`config.mk`:
```
export PLATFORM = sky130hd
export DESIGN_NAME = if_stage
export DESIGN_NICKNAME = d
export VERILOG_FILES = /design/src/if_pkg.sv /design/src/if_stage.sv /design/src/if_pc_check.sv /design/src/if_id_register.sv /design/src/if_fetch_unit.sv /design/src/if_pc_select.sv
export VERILOG_INCLUDE_DIRS = /design/src /design/src/include
export SDC_FILE = /design/constraint.sdc
export NUM_CORES = 1
export LEC_CHECK = 0
export ABC_AREA = 1
export ABC_CLOCK_PERIOD_IN_PS = 2420
export BUFFER_PORTS_ARGS = -buffer_cell sky130_fd_sc_hd__buf_2
export CELL_PAD_IN_SITES_DETAIL_PLACEMENT = 1
export CELL_PAD_IN_SITES_GLOBAL_PLACEMENT = 1
export CORE_MARGIN = 4
export CORE_UTILIZATION = 37
export DETAILED_ROUTE_END_ITERATION = 8
export GPL_TIMING_DRIVEN = 0
export PLACE_DENSITY = 0.89
export SETUP_SLACK_MARGIN = 0.05
export SLEW_MARGIN = 25
export SYNTH_ARGS = -nofsm -noshare
export SYNTH_HDL_FRONTEND = slang
export SYNTH_SLANG_ARGS = --single-unit
```
`constraint.sdc`:
```
create_clock -name clk_i -period 2.42 [get_ports clk_i]
set_clock_uncertainty 0.05 [all_clocks]
set_input_delay 0.242 -clock clk_i [delete_from_list [all_inputs] [get_ports clk_i]]
set_output_delay 0.242 -clock clk_i [all_outputs]
set_load 0.005 [all_outputs]
```
`src/include/if_config.svh`:
```
////////////////////////////////////////
// shared constants of the fetch stage
// include wherever widths, vector bases or
// debug entry points are needed
////////////////////////////////////////

`ifndef IF_CONFIG_SVH
`define IF_CONFIG_SVH

// datapath width, addresses and instructions
`define IF_XLEN 32

// low byte ORed onto the aligned boot base
`define IF_BOOT_OFFSET 32'h0000_0080

// mtvec, mtvecx and boot_addr keep bits from here up
`define IF_VEC_BASE_LSB 8

// debug module entry points
`define IF_DM_HALT_ADDR 32'h1A11_0800
`define IF_DM_EXC_ADDR 32'h1A11_0808

// sequential step, only full words are fetched
`define IF_INSTR_BYTES 4

`endif
```
`src/if_pkg.sv`:
```
////////////////////////////////////////
// enum types shared by the fetch stage
// reference with if_pkg:: scoped names
////////////////////////////////////////

package if_pkg;

  // next-PC source, driven by the controller with pc_set_i
  typedef enum logic [2:0] {
    PC_BOOT = 3'd0,
    PC_JUMP = 3'd1,
    PC_EXC  = 3'd2,
    PC_ERET = 3'd3,
    PC_DRET = 3'd4
  } pc_sel_e;

  // trap vector source, only looked at for PC_EXC
  typedef enum logic [2:0] {
    EXC_PC_EXC     = 3'd0,
    EXC_PC_IRQ     = 3'd1,
    EXC_PC_IRQ_X   = 3'd2,
    EXC_PC_DBD     = 3'd3,
    EXC_PC_DBG_EXC = 3'd4
  } exc_pc_sel_e;

  // fetch unit bus FSM
  // idle, request held until grant, waiting for rvalid
  typedef enum logic [1:0] {
    FETCH_IDLE = 2'd0,
    FETCH_REQ  = 2'd1,
    FETCH_WAIT = 2'd2
  } fetch_state_e;

endpackage

```
`src/if_stage.sv`:
```
////////////////////////////////////////
// instruction fetch stage top level
// PC select, fetch unit, IF-ID register and
// PC check wired to the core and the bus
////////////////////////////////////////

`timescale 1ns/1ps

`include "if_config.svh"

module if_stage (
  input  logic                clk_i,
  input  logic                rst_ni,
  // fetch enable and boot base
  input  logic                req_i,
  input  logic [`IF_XLEN-1:0] boot_addr_i,
  // redirect from the controller
  input  logic                pc_set_i,
  input  if_pkg::pc_sel_e     pc_mux_i,
  input  if_pkg::exc_pc_sel_e exc_pc_mux_i,
  input  logic [5:0]          exc_cause_i,
  input  logic [`IF_XLEN-1:0] branch_target_i,
  // csr values
  input  logic [`IF_XLEN-1:0] csr_mepc_i,
  input  logic [`IF_XLEN-1:0] csr_depc_i,
  input  logic [`IF_XLEN-1:0] csr_mtvec_i,
  input  logic [`IF_XLEN-1:0] csr_mtvecx_i,
  output logic                csr_mtvec_init_o,
  // instruction bus, request and grant
  output logic                instr_req_o,
  output logic [`IF_XLEN-1:0] instr_addr_o,
  input  logic                instr_gnt_i,
  input  logic                instr_rvalid_i,
  input  logic [`IF_XLEN-1:0] instr_rdata_i,
  input  logic                instr_err_i,
  // ID stage side
  input  logic                id_in_ready_i,
  input  logic                instr_valid_clear_i,
  output logic                instr_valid_id_o,
  output logic                instr_new_id_o,
  output logic [`IF_XLEN-1:0] instr_rdata_id_o,
  output logic                instr_fetch_err_o,
  output logic [`IF_XLEN-1:0] pc_id_o,
  output logic [`IF_XLEN-1:0] pc_if_o,
  // status
  output logic                if_busy_o,
  output logic                pc_mismatch_alert_o
);

  logic [`IF_XLEN-1:0] fetch_addr_n;
  logic                fetch_valid;
  logic                fetch_ready;
  logic [`IF_XLEN-1:0] fetch_rdata;
  logic [`IF_XLEN-1:0] fetch_addr;
  logic                fetch_err;
  logic                id_we;

  if_pc_select u_pc_select (
    .pc_set_i         (pc_set_i),
    .pc_mux_i         (pc_mux_i),
    .exc_pc_mux_i     (exc_pc_mux_i),
    .exc_cause_i      (exc_cause_i),
    .boot_addr_i      (boot_addr_i),
    .branch_target_i  (branch_target_i),
    .csr_mepc_i       (csr_mepc_i),
    .csr_depc_i       (csr_depc_i),
    .csr_mtvec_i      (csr_mtvec_i),
    .csr_mtvecx_i     (csr_mtvecx_i),
    .fetch_addr_n_o   (fetch_addr_n),
    .csr_mtvec_init_o (csr_mtvec_init_o)
  );

  // pc_set_i doubles as the buffer flush
  if_fetch_unit u_fetch_unit (
    .clk_i          (clk_i),
    .rst_ni         (rst_ni),
    .req_i          (req_i),
    .pc_set_i       (pc_set_i),
    .fetch_addr_n_i (fetch_addr_n),
    .fetch_ready_i  (fetch_ready),
    .instr_gnt_i    (instr_gnt_i),
    .instr_rvalid_i (instr_rvalid_i),
    .instr_rdata_i  (instr_rdata_i),
    .instr_err_i    (instr_err_i),
    .instr_req_o    (instr_req_o),
    .instr_addr_o   (instr_addr_o),
    .fetch_valid_o  (fetch_valid),
    .fetch_rdata_o  (fetch_rdata),
    .fetch_addr_o   (fetch_addr),
    .fetch_err_o    (fetch_err),
    .busy_o         (if_busy_o)
  );

  if_id_register u_id_register (
    .clk_i               (clk_i),
    .rst_ni              (rst_ni),
    .fetch_valid_i       (fetch_valid),
    .fetch_rdata_i       (fetch_rdata),
    .fetch_addr_i        (fetch_addr),
    .fetch_err_i         (fetch_err),
    .id_in_ready_i       (id_in_ready_i),
    .pc_set_i            (pc_set_i),
    .instr_valid_clear_i (instr_valid_clear_i),
    .fetch_ready_o       (fetch_ready),
    .id_we_o             (id_we),
    .instr_valid_id_o    (instr_valid_id_o),
    .instr_new_id_o      (instr_new_id_o),
    .instr_rdata_id_o    (instr_rdata_id_o),
    .instr_fetch_err_o   (instr_fetch_err_o),
    .pc_id_o             (pc_id_o)
  );

  // the buffered address is the IF PC
  if_pc_check u_pc_check (
    .clk_i               (clk_i),
    .rst_ni              (rst_ni),
    .id_we_i             (id_we),
    .pc_set_i            (pc_set_i),
    .pc_if_i             (fetch_addr),
    .pc_id_i             (pc_id_o),
    .pc_mismatch_alert_o (pc_mismatch_alert_o)
  );

  assign pc_if_o = fetch_addr;

endmodule

```
`src/if_pc_check.sv`:
```
////////////////////////////////////////
// PC increment check
// flags an IF PC that is not ID PC plus one
// word while the stream is sequential
////////////////////////////////////////

`timescale 1ns/1ps

`include "if_config.svh"

module if_pc_check (
  input  logic                clk_i,
  input  logic                rst_ni,
  input  logic                id_we_i,
  input  logic                pc_set_i,
  input  logic [`IF_XLEN-1:0] pc_if_i,
  input  logic [`IF_XLEN-1:0] pc_id_i,
  output logic                pc_mismatch_alert_o
);

  localparam logic [`IF_XLEN-1:0] INSTR_INCR = `IF_INSTR_BYTES;

  logic                seq_d, seq_q;
  logic [`IF_XLEN-1:0] pc_expect;

  // sequential once a word reached ID, any jump, trap or return breaks it
  assign seq_d = (seq_q | id_we_i) & ~pc_set_i;

  always_ff @(posedge clk_i or negedge rst_ni) begin
    if (!rst_ni) begin
      seq_q <= 1'b0;
    end else begin
      seq_q <= seq_d;
    end
  end

  // expectation comes from the registered ID PC
  assign pc_expect = pc_id_i + INSTR_INCR;

  assign pc_mismatch_alert_o = seq_q & (pc_if_i != pc_expect);

endmodule

```
`src/if_id_register.sv`:
```
////////////////////////////////////////
// IF-ID pipeline register
// valid and new flags plus instruction,
// PC and bus error of the ID stage
////////////////////////////////////////

`timescale 1ns/1ps

`include "if_config.svh"

module if_id_register (
  input  logic                clk_i,
  input  logic                rst_ni,
  input  logic                fetch_valid_i,
  input  logic [`IF_XLEN-1:0] fetch_rdata_i,
  input  logic [`IF_XLEN-1:0] fetch_addr_i,
  input  logic                fetch_err_i,
  input  logic                id_in_ready_i,
  input  logic                pc_set_i,
  input  logic                instr_valid_clear_i,
  output logic                fetch_ready_o,
  output logic                id_we_o,
  output logic                instr_valid_id_o,
  output logic                instr_new_id_o,
  output logic [`IF_XLEN-1:0] instr_rdata_id_o,
  output logic                instr_fetch_err_o,
  output logic [`IF_XLEN-1:0] pc_id_o
);

  logic id_we;
  logic valid_d, valid_q;
  logic new_q;

  // ID takes the buffered word whenever it is ready
  assign id_we         = fetch_valid_i & id_in_ready_i;
  assign fetch_ready_o = id_in_ready_i;

  // a redirect in the same cycle squashes the incoming word
  // otherwise valid holds until the controller clears it
  assign valid_d = (id_we & ~pc_set_i) | (valid_q & ~instr_valid_clear_i);

  always_ff @(posedge clk_i or negedge rst_ni) begin
    if (!rst_ni) begin
      valid_q <= 1'b0;
      new_q   <= 1'b0;
    end else begin
      valid_q <= valid_d;
      new_q   <= id_we;
    end
  end

  // ID registers freeze while ID stalls
  always_ff @(posedge clk_i) begin
    if (id_we) begin
      instr_rdata_id_o  <= fetch_rdata_i;
      instr_fetch_err_o <= fetch_err_i;
      pc_id_o           <= fetch_addr_i;
    end
  end

  assign id_we_o          = id_we;
  assign instr_valid_id_o = valid_q;
  // one cycle pulse per word entering ID
  assign instr_new_id_o   = new_q;

endmodule

```
`src/if_fetch_unit.sv`:
```
////////////////////////////////////////
// instruction fetch unit
// one bus request in flight, one-entry
// response buffer, flushed by pc_set_i
////////////////////////////////////////

`timescale 1ns/1ps

`include "if_config.svh"

module if_fetch_unit (
  input  logic                clk_i,
  input  logic                rst_ni,
  input  logic                req_i,
  input  logic                pc_set_i,
  input  logic [`IF_XLEN-1:0] fetch_addr_n_i,
  input  logic                fetch_ready_i,
  input  logic                instr_gnt_i,
  input  logic                instr_rvalid_i,
  input  logic [`IF_XLEN-1:0] instr_rdata_i,
  input  logic                instr_err_i,
  output logic                instr_req_o,
  output logic [`IF_XLEN-1:0] instr_addr_o,
  output logic                fetch_valid_o,
  output logic [`IF_XLEN-1:0] fetch_rdata_o,
  output logic [`IF_XLEN-1:0] fetch_addr_o,
  output logic                fetch_err_o,
  output logic                busy_o
);

  localparam logic [`IF_XLEN-1:0] INSTR_INCR = `IF_INSTR_BYTES;

  if_pkg::fetch_state_e state_q, state_d;

  logic [`IF_XLEN-1:0] aligned_addr;
  logic [`IF_XLEN-1:0] next_addr_q;
  logic [`IF_XLEN-1:0] req_addr_q;
  logic                discard_q, discard_d;
  logic                rsp_done;
  logic                new_req;
  logic                can_issue;
  logic                buf_valid_q;
  logic                buf_we;
  logic                buf_pop;
  logic [`IF_XLEN-1:0] buf_data_q;
  logic [`IF_XLEN-1:0] buf_addr_q;
  logic                buf_err_q;

  // word fetches only, low two bits dropped
  assign aligned_addr = {fetch_addr_n_i[`IF_XLEN-1:2], 2'b00};

  assign rsp_done = (state_q == if_pkg::FETCH_WAIT) & instr_rvalid_i;
  assign buf_pop  = buf_valid_q & fetch_ready_i;
  // keep the slot free for the response: issue only if it is empty next cycle
  assign can_issue = req_i & (~buf_valid_q | buf_pop | pc_set_i);
  // a stale or flushed response never lands in the buffer
  assign buf_we = rsp_done & ~discard_q & ~pc_set_i;

  ////////////////////////////////////////
  // bus FSM
  ////////////////////////////////////////
  always_comb begin
    state_d = state_q;
    case (state_q)
      if_pkg::FETCH_IDLE: begin
        if (can_issue) begin
          state_d = if_pkg::FETCH_REQ;
        end
      end
      if_pkg::FETCH_REQ: begin
        if (instr_gnt_i) begin
          state_d = if_pkg::FETCH_WAIT;
        end
      end
      if_pkg::FETCH_WAIT: begin
        // a dropped response leaves the buffer empty, refetch straight away
        if (instr_rvalid_i) begin
          state_d = (req_i & (discard_q | pc_set_i)) ? if_pkg::FETCH_REQ : if_pkg::FETCH_IDLE;
        end
      end
      default: state_d = if_pkg::FETCH_IDLE;
    endcase
  end

  assign new_req = (state_d == if_pkg::FETCH_REQ) & (state_q != if_pkg::FETCH_REQ);

  // redirect with a request outstanding, its response must be dropped
  always_comb begin
    discard_d = discard_q;
    if (pc_set_i && (state_q != if_pkg::FETCH_IDLE)) begin
      discard_d = 1'b1;
    end
    if (rsp_done) begin
      discard_d = 1'b0;
    end
  end

  always_ff @(posedge clk_i or negedge rst_ni) begin
    if (!rst_ni) begin
      state_q     <= if_pkg::FETCH_IDLE;
      discard_q   <= 1'b0;
      next_addr_q <= '0;
      req_addr_q  <= '0;
      buf_valid_q <= 1'b0;
      buf_addr_q  <= '0;
    end else begin
      state_q   <= state_d;
      discard_q <= discard_d;
      // next request address, advances only on a grant for the live stream
      if (pc_set_i) begin
        next_addr_q <= aligned_addr;
      end else if ((state_q == if_pkg::FETCH_REQ) && instr_gnt_i && !discard_q) begin
        next_addr_q <= next_addr_q + INSTR_INCR;
      end
      // bus address is held from request entry until the response
      if (new_req) begin
        req_addr_q <= pc_set_i ? aligned_addr : next_addr_q;
      end
      if (pc_set_i) begin
        buf_valid_q <= 1'b0;
      end else if (buf_we) begin
        buf_valid_q <= 1'b1;
      end else if (buf_pop) begin
        buf_valid_q <= 1'b0;
      end
      // IF PC, steps past a consumed word so it always names the next one
      if (pc_set_i) begin
        buf_addr_q <= aligned_addr;
      end else if (buf_we) begin
        buf_addr_q <= req_addr_q;
      end else if (buf_pop) begin
        buf_addr_q <= buf_addr_q + INSTR_INCR;
      end
    end
  end

  // response payload
  always_ff @(posedge clk_i) begin
    if (buf_we) begin
      buf_data_q <= instr_rdata_i;
      buf_err_q  <= instr_err_i;
    end
  end

  assign instr_req_o   = (state_q == if_pkg::FETCH_REQ);
  assign instr_addr_o  = req_addr_q;
  assign fetch_valid_o = buf_valid_q;
  assign fetch_rdata_o = buf_data_q;
  assign fetch_addr_o  = buf_addr_q;
  assign fetch_err_o   = buf_err_q;
  assign busy_o        = (state_q != if_pkg::FETCH_IDLE);

endmodule

```
`src/if_pc_select.sv`:
```
////////////////////////////////////////
// next fetch address selection
// combinational, feeds the fetch unit on
// every pc_set_i pulse
////////////////////////////////////////

`timescale 1ns/1ps

`include "if_config.svh"

module if_pc_select (
  input  logic                      pc_set_i,
  input  if_pkg::pc_sel_e           pc_mux_i,
  input  if_pkg::exc_pc_sel_e       exc_pc_mux_i,
  input  logic [5:0]                exc_cause_i,
  input  logic [`IF_XLEN-1:0]       boot_addr_i,
  input  logic [`IF_XLEN-1:0]       branch_target_i,
  input  logic [`IF_XLEN-1:0]       csr_mepc_i,
  input  logic [`IF_XLEN-1:0]       csr_depc_i,
  input  logic [`IF_XLEN-1:0]       csr_mtvec_i,
  input  logic [`IF_XLEN-1:0]       csr_mtvecx_i,
  output logic [`IF_XLEN-1:0]       fetch_addr_n_o,
  output logic                      csr_mtvec_init_o
);

  logic [`IF_XLEN-1:0] mtvec_base;
  logic [`IF_XLEN-1:0] mtvecx_base;
  logic [`IF_XLEN-1:0] boot_pc;
  logic [`IF_XLEN-1:0] irq_offset;
  logic [`IF_XLEN-1:0] exc_pc;

  // vector bases drop the low bits, they are mode and reserved fields
  assign mtvec_base  = {csr_mtvec_i[`IF_XLEN-1:`IF_VEC_BASE_LSB], {`IF_VEC_BASE_LSB{1'b0}}};
  assign mtvecx_base = {csr_mtvecx_i[`IF_XLEN-1:`IF_VEC_BASE_LSB], {`IF_VEC_BASE_LSB{1'b0}}};
  assign boot_pc     = {boot_addr_i[`IF_XLEN-1:`IF_VEC_BASE_LSB], {`IF_VEC_BASE_LSB{1'b0}}}
                       | `IF_BOOT_OFFSET;

  // interrupt id is in the low five cause bits, one word per entry
  // bit 5 only tells interrupt from exception, the select already says that
  assign irq_offset = {{(`IF_XLEN-7){1'b0}}, exc_cause_i[4:0], 2'b00};

  ////////////////////////////////////////
  // trap vector mux
  ////////////////////////////////////////
  always_comb begin
    case (exc_pc_mux_i)
      if_pkg::EXC_PC_EXC:     exc_pc = mtvec_base;
      if_pkg::EXC_PC_IRQ:     exc_pc = mtvec_base + irq_offset;
      if_pkg::EXC_PC_IRQ_X:   exc_pc = mtvecx_base + irq_offset;
      if_pkg::EXC_PC_DBD:     exc_pc = `IF_DM_HALT_ADDR;
      if_pkg::EXC_PC_DBG_EXC: exc_pc = `IF_DM_EXC_ADDR;
      default:                exc_pc = mtvec_base;
    endcase
  end

  ////////////////////////////////////////
  // next fetch address mux
  ////////////////////////////////////////
  always_comb begin
    case (pc_mux_i)
      if_pkg::PC_BOOT: fetch_addr_n_o = boot_pc;
      if_pkg::PC_JUMP: fetch_addr_n_o = branch_target_i;
      // trap entry
      if_pkg::PC_EXC:  fetch_addr_n_o = exc_pc;
      // mret and dret
      if_pkg::PC_ERET: fetch_addr_n_o = csr_mepc_i;
      if_pkg::PC_DRET: fetch_addr_n_o = csr_depc_i;
      default:         fetch_addr_n_o = boot_pc;
    endcase
  end

  // csr file loads its mtvec reset value when we boot
  assign csr_mtvec_init_o = pc_set_i & (pc_mux_i == if_pkg::PC_BOOT);

endmodule

```
After elaboration in Yosys (flattened, before gate mapping)
Cells that the tools add are included.

Muxes and demuxes: 18. Reductions and logical operators: 10. $mul: 0. Equality and inequality tests: 13. Bitwise operators: 21. $lt $le $gt $ge: 0. Div/mod/pow operators: 0. Add/sub/neg operators: 5. Shifts and indexed selects: 0.

Operators with widths (number): 32-bit one-hot mux with 4 select lines (2); 32-bit 2-to-1 mux (6); 32-bit by 3-bit adder with 32-bit output, second input constant (3); 32-bit by 7-bit adder with 32-bit output (2); 32-bit inequality test (1); 1-bit AND (12); 3-bit by 2-bit equality test with 1-bit output, second input constant (4); 3-bit by 1-bit equality test with 1-bit output, second input constant (2); 3-bit equality test, second input constant (2); 1-bit 2-to-1 mux (6); 2-bit 2-to-1 mux (3); 2-bit one-hot mux with 3 select lines (1); 2-bit nonzero test (3); 1-bit OR (5); 2-bit by 1-bit equality test with 1-bit output, second input constant (2); 1-bit NOT (4); 1-bit logical AND (3); 3-bit logical NOT (1); 3-bit nonzero test (1); 2-bit equality test, second input constant (1); 2-bit logical NOT (1); 2-bit by 1-bit inequality test with 1-bit output, second input constant (1); 1-bit logical NOT (1).

Memories: 0. Output and inout bits: 135. RAM bits: 0. Word-level logic and storage cells: 81. Memory bits (read-only): 0. Register bits: 201. Bits in latches: 0.

Depth between registers and ports, before layout
Gate-level depths: netlist of run 1.

Word-level depth: 8. Gate-level depth with buffers: 14. Depth with buffers taken out: 14.

Modules after synthesis
From an unflattened synthesis of run 1, not the netlist that was laid out.

Cells, all modules: 1742. Area, all modules: 12414.4 µm².

By module, submodules not included: if_fetch_unit (area an instance 7065.5 µm², instances 1, cells each 932); if_id_register (area an instance 2037.0 µm², instances 1, cells each 75); if_pc_select (area an instance 1848.0 µm², instances 1, cells each 431); if_pc_check (area an instance 1463.9 µm², instances 1, cells each 304).

Least setup slack after synthesis of run 1
No wires, ideal clock.

Path type: flip-flop to flip-flop. Start point: register u_fetch_unit.buf_valid_q, in the netlist u_fetch_unit.fetch_valid_o. End point: register u_id_register.instr_fetch_err_o, enable pin. Setup slack: 0.196 ns. Buffers on the path: 0. Clock period less this slack: 2.224 ns. Arrival time: 1.756 ns. Cell stages (with the launch flop): 3. Cells stage by stage: dfrtp_1 > nand2_1 > inv_1.

Word-level cells in the longest chain between the ends: 1.

RTL lines: start, declared (line if_fetch_unit.sv:42) `logic buf_valid_q;`; start signal, assigned (line if_fetch_unit.sv:104) `buf_valid_q <= 1'b0;`; start signal, assigned (line if_fetch_unit.sv:120) `buf_valid_q <= 1'b0;`; start signal, assigned (line if_fetch_unit.sv:122) `buf_valid_q <= 1'b1;`; 1-bit AND (line if_id_register.sv:35) `assign id_we = fetch_valid_i & id_in_ready_i;`; net id_we (line if_stage.sv:56) `logic id_we;`; end signal, assigned (line if_id_register.sv:56) `instr_fetch_err_o <= fetch_err_i;`; end, declared (line if_id_register.sv:26) `output logic instr_fetch_err_o,`.

The timed path passes the listed nets, and every way through them passes these cells. A chain may end at the register's enable or synchronous reset.

Final worst setup path of run 1
Start point: register u_id_register.pc_id_o[9]. End point: output pc_mismatch_alert_o.

Word-level cells in the longest chain between the ends: 3.

RTL lines: start, declared (line if_id_register.sv:27) `` output logic [`IF_XLEN-1:0] pc_id_o ``; start signal, assigned (line if_id_register.sv:57) `pc_id_o <= fetch_addr_i;`; 32-bit by 3-bit adder with 32-bit output (line if_pc_check.sv:38) `assign pc_expect = pc_id_i + INSTR_INCR;`; 32-bit inequality test (line if_pc_check.sv:40) `assign pc_mismatch_alert_o = seq_q & (pc_if_i != pc_expect);`; 1-bit AND (line if_pc_check.sv:40); end, declared (line if_stage.sv:47) `output logic pc_mismatch_alert_o`.

No other way between the ends.

==> results of run 1 <==
registers in the layout, indices dropped and copies added (netlist names):
name,cells
u_fetch_unit.fetch_rdata_o,32
u_id_register.instr_rdata_id_o,32
u_fetch_unit.fetch_addr_o,31
u_fetch_unit.instr_addr_o,31
u_id_register.pc_id_o,31
u_fetch_unit.next_addr_q,30
u_fetch_unit.state_q,2
u_fetch_unit.discard_q,1
u_fetch_unit.fetch_err_o,1
u_fetch_unit.fetch_valid_o,1
u_id_register.instr_fetch_err_o,1
u_id_register.instr_new_id_o,1
u_id_register.instr_valid_id_o,1
u_pc_check.seq_q,1
power groups by stage:
stage | clock network, W | logic [W] | registers [W]
floorplan | 0 | 0.00169 | 0.00457
global placement | 0 | 0.00291 | 0.00473
detailed placement | 0 | 0.00305 | 0.00476
CTS | 0.00285 | 0.00315 | 0.00470
global route | 0.00301 | 0.00350 | 0.00479
finish | 0.00286 | 0.00320 | 0.00474
stage by stage:
step / worst slack [ns] / setup TNS (ns) / hold slack [ns]
6_report: -0.381 / -0.381 / 0.110
5_1_grt: -0.534 / -0.534 / 0.123
4_1_cts: -0.246 / -0.246 / 0.141
3_5_place_dp: -0.103 / -0.295 / 0.109
3_3_place_gp: -0.445 / -36.93 / 0.350
2_1_floorplan: 0.196 / 0 / -0.104
per-layer routing:
metal | share of wire [%] | vias up | GRT usage [%]
met4 | 4.3 | 0 | 12.3
met2 | 52 | 598 | 51.5
met1 | 38 | 6219 | 33.3
met5 | 0 | - | 0
li1 | - | 5865 | -
met3 | 6.1 | 109 | 3.81
worst register-to-register path: stages, from the launching register on:
cell and delay (ns):
dfrtp_1 0.44, nor2_1 0.18, nand2_1 0.16, nor3_4 0.36, buf_4 0.55, o21ai_0 0.19, a31oi_1 0.27
worst paths after layout:
path / start / end / depth (start not counted)
max in group asynchronous: rst_ni / u_fetch_unit.instr_addr_o[22] / 3
setup / recovery: u_id_register.pc_id_o[9] / pc_mismatch_alert_o / 14
hold reg to reg: u_fetch_unit.fetch_rdata_o[6] / u_id_register.instr_rdata_id_o[6] / 0
setup reg to reg: u_fetch_unit.state_q[0] / u_fetch_unit.fetch_addr_o[12] / 6
min in group asynchronous: rst_ni / u_fetch_unit.state_q[0] / 2
hold / removal: instr_gnt_i / u_fetch_unit.state_q[0] / 4
synthesized netlist by cell type, types with 2 or more instances:
cell type  instances  area share (%)
nand2_1          415              13
inv_1            162             5.2
nor2_1           123             3.9
dfrtp_1           99              21
edfxtp_1          97              25
a21oi_1           95             4.0
o21ai_0           80             3.4
nand3_1           74             3.2
nand4_1           37             2.0
a22oi_1           33             2.1
xor2_1            32             2.4
clkbuf_1          26            0.83
a31oi_1           25             1.3
buf_2             25             1.1
nor3_1            23            0.98
xnor2_1           20             1.5
nor2_2            15            0.80
nand2_2           11            0.59
nor2_4            11             1.1
o21ai_1           11            0.47
inv_2              9            0.29
or2_2              8            0.43
buf_4              7            0.45
a221oi_1           6            0.45
a31o_2             6            0.45
o211ai_1           6            0.38
o21bai_1           6            0.38
nand3_2            5            0.43
nand2_4            4            0.38
clkinv_1           3           0.096
ha_1               3            0.32
o21a_1             3            0.19
o22ai_1            3            0.16
o31ai_1            3            0.19
buf_1              2           0.064
nand3b_1           2            0.13
nor3_2             2            0.17
nor3_4             2            0.28
cell families (layout without fill, tap and decap cells):
logic type / after synthesis / count (layout)
flip-flops: 196 / 196
adder cells (fa/ha/maj): 3 / 3
XOR/XNOR: 52 / 52
AND/OR/NAND/NOR: 736 / 736
AO/OA/AOI/OAI: 281 / 281
buffers and inverters: 236 / 684
repair_timing:
item / in CTS / in global routing
endpoints found under the hold margin: 64 / 0
gates cloned: 0 / 0
buffers inserted: 18 / 12
hold buffers: 36 / 0
endpoints found under the setup margin: 10 / 4
pin swaps: 14 / 11
gates resized for setup: 31 / 17
final cells by class:
| class | count | area (um^2) |
|---|---|---|
| Fill cell | 3913 | 15600 |
| Multi-Input combinational cell | 1072 | 5590 |
| Sequential cell | 196 | 5390 |
| Timing Repair Buffer | 416 | 2400 |
| Inverter | 174 | 656 |
| Tap cell | 396 | 495 |
| Clock buffer | 18 | 429 |
| Buffer | 62 | 304 |
| Clock inverter | 14 | 141 |
==> results.cfg, run 1 <==
[global_route]
overflow = 0
antenna_found_initial = 1
grt_max_degree = 71
grtUsageTotal_pct = 28.3
grt_first_pass_wirelength_mm = 75.4
first_global_vias = 13500

[timing]
layout_setup_ws_ns = -0.381
max_freq_mhz = 357
period_share_pct = 116
finalHoldViolCount = 0
slew_headroom_pct = 41.8
slew_violations = 0
rsz0062_at_grt = true
worstMarginPinSlew_ns = 0.874
fin_crit_ns = 2.80
finalSetupViolations = 1

[drt]
viasPerCell = 5.45
routed_wl_mm = 51.2
first_iter_violations = 819
drtPass1Iterations = 5
ant_nets = 0
num_vias = 12800
avgRoutedWirePerCell_um = 21.8
drcViolationCount = 0

[die]
core_um2 = 31000
fp.dieH_um = 186
row_count = 64
die_x_um = 186
dieArea_um2 = 34700
initial_core_util_pct = 37.9
io_pins = 380

[cts]
htree_levels = 4
clock_latency_ns = 0.45
cts_tree = yes
cts_root_buffer = clkbuf_16
cts_buffer_depth = 2
clock_sinks = 196
clkTransAtPathRegs_ns = 0.07
cts_buffers = 17

[power_and_ir_drop]
total_power_w = 0.0108
power.switching_w = 0.00410
p_clk_share_pct = 26.5
pwr-share-comb_pct = 29.6
p_per_area_nw_per_um2 = 701
p_seq_share_pct = 43.9
ir_drop_mv = 0.406
p_sw_share_pct = 38.0
internal-power_w = 0.00670
leakagePower_nw = 7.20

[logic_synthesis]
synth.distinct_cells = 48
synth_mux_area_share_pct = 0
ys_warn_count = 0
ys_ff_latch = 196
synth-edff-count = 97
synth-adder-area-share_pct = 0.320
synth_top_family_by_area = simple AND/OR/NAND/NOR gates
synth-compound-area-share_pct = 13.9
syn_nets = 1752
synthXorXnorAreaFrac_pct = 3.88
async_flop_share_pct = 50.5
synth-simple-area-share_pct = 27.9
synth-seq-area-share_pct = 45.9
syn_area_um2 = 11700
ys.flop_type = dfrtp_1
synthCells = 1504
syn_area_per_cell_um2 = 7.81

[worst_hold_path]
hp-class = primary input to flip-flop

[setup_path]
cp_top_family = simple AND/OR/NAND/NOR gates
crit_required_ns = 2.13
critPathArrivalTime_ns = 2.51
crit_type = flip-flop to output pin
end_kind = output pin
crit_chain = nand2_2, inv_1, nand3_2, nor2_4, nand2_1, nand2_1, nand2_1, nor2_1, nand2_1, nor2_1, nand3_1, nor2_1, nor2_1, buf_2
path_buf_inv = 2
crit_path_max_incr_delay_ns = 0.48
start_kind = flip-flop
path_max_fanout = 8
r2r_setup_slack_ns = 0.14
cpMaxStageDelayCell = edfxtp_1

[placed_design]
portBuffers = 348
dpl.cell_count = 2250
dp_hpwl_mm = 39.2
dpl_cell_area_um2 = 14000
gp_congestion = 0.906

[cells_and_area]
final_common_cell = nand2_1
area_growth_pct = 31.1
layout_common_cells = nand2_1 (409), buf_2 (371), inv_1 (161)
nets = 2187
drive_above_1_share_pct = 28.2
diodes = 0
fin_util_pct = 49.7
final_cells = 2348
design_area_um2 = 15400

[status]
violations = negative setup slack
status = finished with violations

[run]
cap_viol_max_count = 0
(Power assumes the default switching activity.)
==> run 2, diff against run 1 <==
--- a/config.mk
+++ b/config.mk
@@ -14,7 +14,6 @@
 export CORE_MARGIN = 4
 export CORE_UTILIZATION = 37
 export DETAILED_ROUTE_END_ITERATION = 8
-export GPL_TIMING_DRIVEN = 0
 export PLACE_DENSITY = 0.89
 export SETUP_SLACK_MARGIN = 0.05
 export SLEW_MARGIN = 25
==> results.cfg, run 2 (synthesis gave the netlist of run 1 again) <==
[status]
status = finished with violations
violations = negative setup slack

[power_and_ir_drop]
p_per_area_nw_per_um2 = 694
power.switching_w = 0.00386
p_seq_share_pct = 44.3
p_sw_share_pct = 36.0
leakagePower_nw = 7.20
total_power_w = 0.0107
pwr-share-comb_pct = 28.9
p_clk_share_pct = 26.8
ir_drop_mv = 0.374
internal-power_w = 0.00684

[global_route]
gr-usage-met2_pct = 46.4
grtUsageTotal_pct = 25.9
use_met1_pct = 31.7
first_global_vias = 13100
grt_util_met3_pct = 3.44
grt_first_pass_wirelength_mm = 70.5
antenna_found_initial = 1
overflow = 0
grt_busiest_layer = met2
grt_max_degree = 46

[drt]
drtPass1Iterations = 5
num_vias = 12500
first_iter_violations = 747
avgRoutedWirePerCell_um = 20.3
drcViolationCount = 0
routed_wl_mm = 47.2
ant_nets = 0
viasPerCell = 5.41

[run]
cap_viol_max_count = 0

[setup_path]
crit_chain = nand2_2, nor2_4, nand2_2, nor2_4, buf_4, nand2_1, nand2_1, nor2_1, nand3_1, nor2_1, nand3_1, nor2_2, nor2_1, buf_2
crit_type = flip-flop to output pin
start_kind = flip-flop
end_kind = output pin
crit_top_cell = nor2_1
cpMaxStageDelayCell = edfxtp_1
crit_path_max_incr_delay_ns = 0.47
cp_top_family = simple AND/OR/NAND/NOR gates
path_buf_inv = 2
path_max_fanout = 7
crit_required_ns = 2.13
critPathArrivalTime_ns = 2.51

[cells_and_area]
layout_common_cells = nand2_1 (408), buf_2 (347), inv_1 (161)
fillers = 3874
nets = 2160
multi_input_area_um2 = 5580
final_common_cell = nand2_1
regArea_um2 = 5390
drive_above_1_share_pct = 28.4
diodes = 0
area_growth_pct = 31.2
design_area_um2 = 15400

[timing]
max_freq_mhz = 357
fin_setup_tns_ns = -0.382
period_share_pct = 116
fin_crit_ns = 2.80
slew_violations = 0
worstMarginPinSlew_ns = 0.753
slew_headroom_pct = 49.8
finalHoldViolCount = 0
finalSetupViolations = 1
rsz0062_at_grt = true
hold_slack_ns = 0.125
layout_setup_ws_ns = -0.382

[die]
dieArea_um2 = 34700
die_x_um = 186
row_count = 64
io_pins = 380
fp.dieH_um = 186
initial_core_util_pct = 37.9
core_um2 = 31000

[placed_design]
place_ws_ns = 0.0354
dp_hpwl_mm = 35.3
dpl_cell_area_um2 = 14100
gp_congestion = 0.896
portBuffers = 348

[cts]
cts_tree = yes
clock_sinks = 196
htree_levels = 4
cts_root_buffer = clkbuf_16
cts_buffer_depth = 2
clock_latency_ns = 0.44
clkTransAtPathRegs_ns = 0.07
cts_buffers = 17

[worst_hold_path]
hp-class = primary input to flip-flop
-- run 2: changes by cell type in the layout (fill, tap and decap cells not counted), moves of 2 or more --
cell        change
buf_1           -2
buf_12          +7
buf_16          -2
buf_2          -24
buf_4          +22
clkbuf_1       -23
clkinvlp_2      -2
inv_6           -3
inv_8           -3
nand2_2         +2
nand2_4         -2
nand3_1         +2
nand3_2         -2
-- run 2: worst paths after layout --
check	start	endpoint	slack, ns	depth (start not counted)
worst max-delay path	u_id_register.pc_id_o[7]	pc_mismatch_alert_o	-0.38	14
worst min-delay path	instr_gnt_i	u_fetch_unit.state_q[0]	0.12	4
worst max register to register	u_fetch_unit.fetch_addr_o[25]	u_fetch_unit.fetch_addr_o[30]	0.22	10
worst min register to register	u_fetch_unit.fetch_rdata_o[4]	u_id_register.instr_rdata_id_o[4]	0.37	0
max in group asynchronous	rst_ni	u_fetch_unit.next_addr_q[21]	1.35	3
min in group asynchronous	rst_ni	u_fetch_unit.state_q[0]	0.25	2
-- run 2: worst reg2reg max path: cells and delay by family (launching register included) --
family,cells,cell delay (ns)
flops,1,0.54
simple gates,10,1.50
-- run 2: final cells by class --
cell class | instances | area share, %
Tap cell | 396 | 3.22
Inverter | 174 | 4.24
Clock buffer | 25 | 3.10
Sequential cell | 196 | 35.0
Timing Repair Buffer | 451 | 17.6
Multi-Input combinational cell | 1072 | 36.2
Clock inverter | 7 | 0.641
-- run 2: per-stage QoR --
step	instances	utilization (%)
5_1_grt	2321	49.7
3_3_place_gp	2226	45.4
6_report	2321	49.7
4_1_cts	2306	48.9
3_5_place_dp	2226	45.4
2_1_floorplan	1504	-
-- run 2: power groups by stage --
stage	Clock [W]	Sequential [W]	Combinational [W]
6_report	0.00287	0.00474	0.00310
5_1_grt	0.00305	0.00480	0.00341
4_1_cts	0.00289	0.00471	0.00306
3_5_place_dp	0	0.00478	0.00295
3_3_place_gp	0	0.00473	0.00281
2_1_floorplan	0	0.00457	0.00169
-- run 2: routing by layer --
metal / vias to the layer above / routed length (um)
li1: 5811 / -
met1: 6099 / 18600
met2: 541 / 24100
met3: 98 / 2750
met4: 0 / 1770
met5: - / 0
-- run 2: what timing repair did --
item	4_1_cts	5_1_grt
hold buffers	36	0
gates resized for setup	15	30
pin swaps	6	21
endpoints found under the hold margin	68	0
endpoints found under the setup margin	1	3
setup buffers	12	15
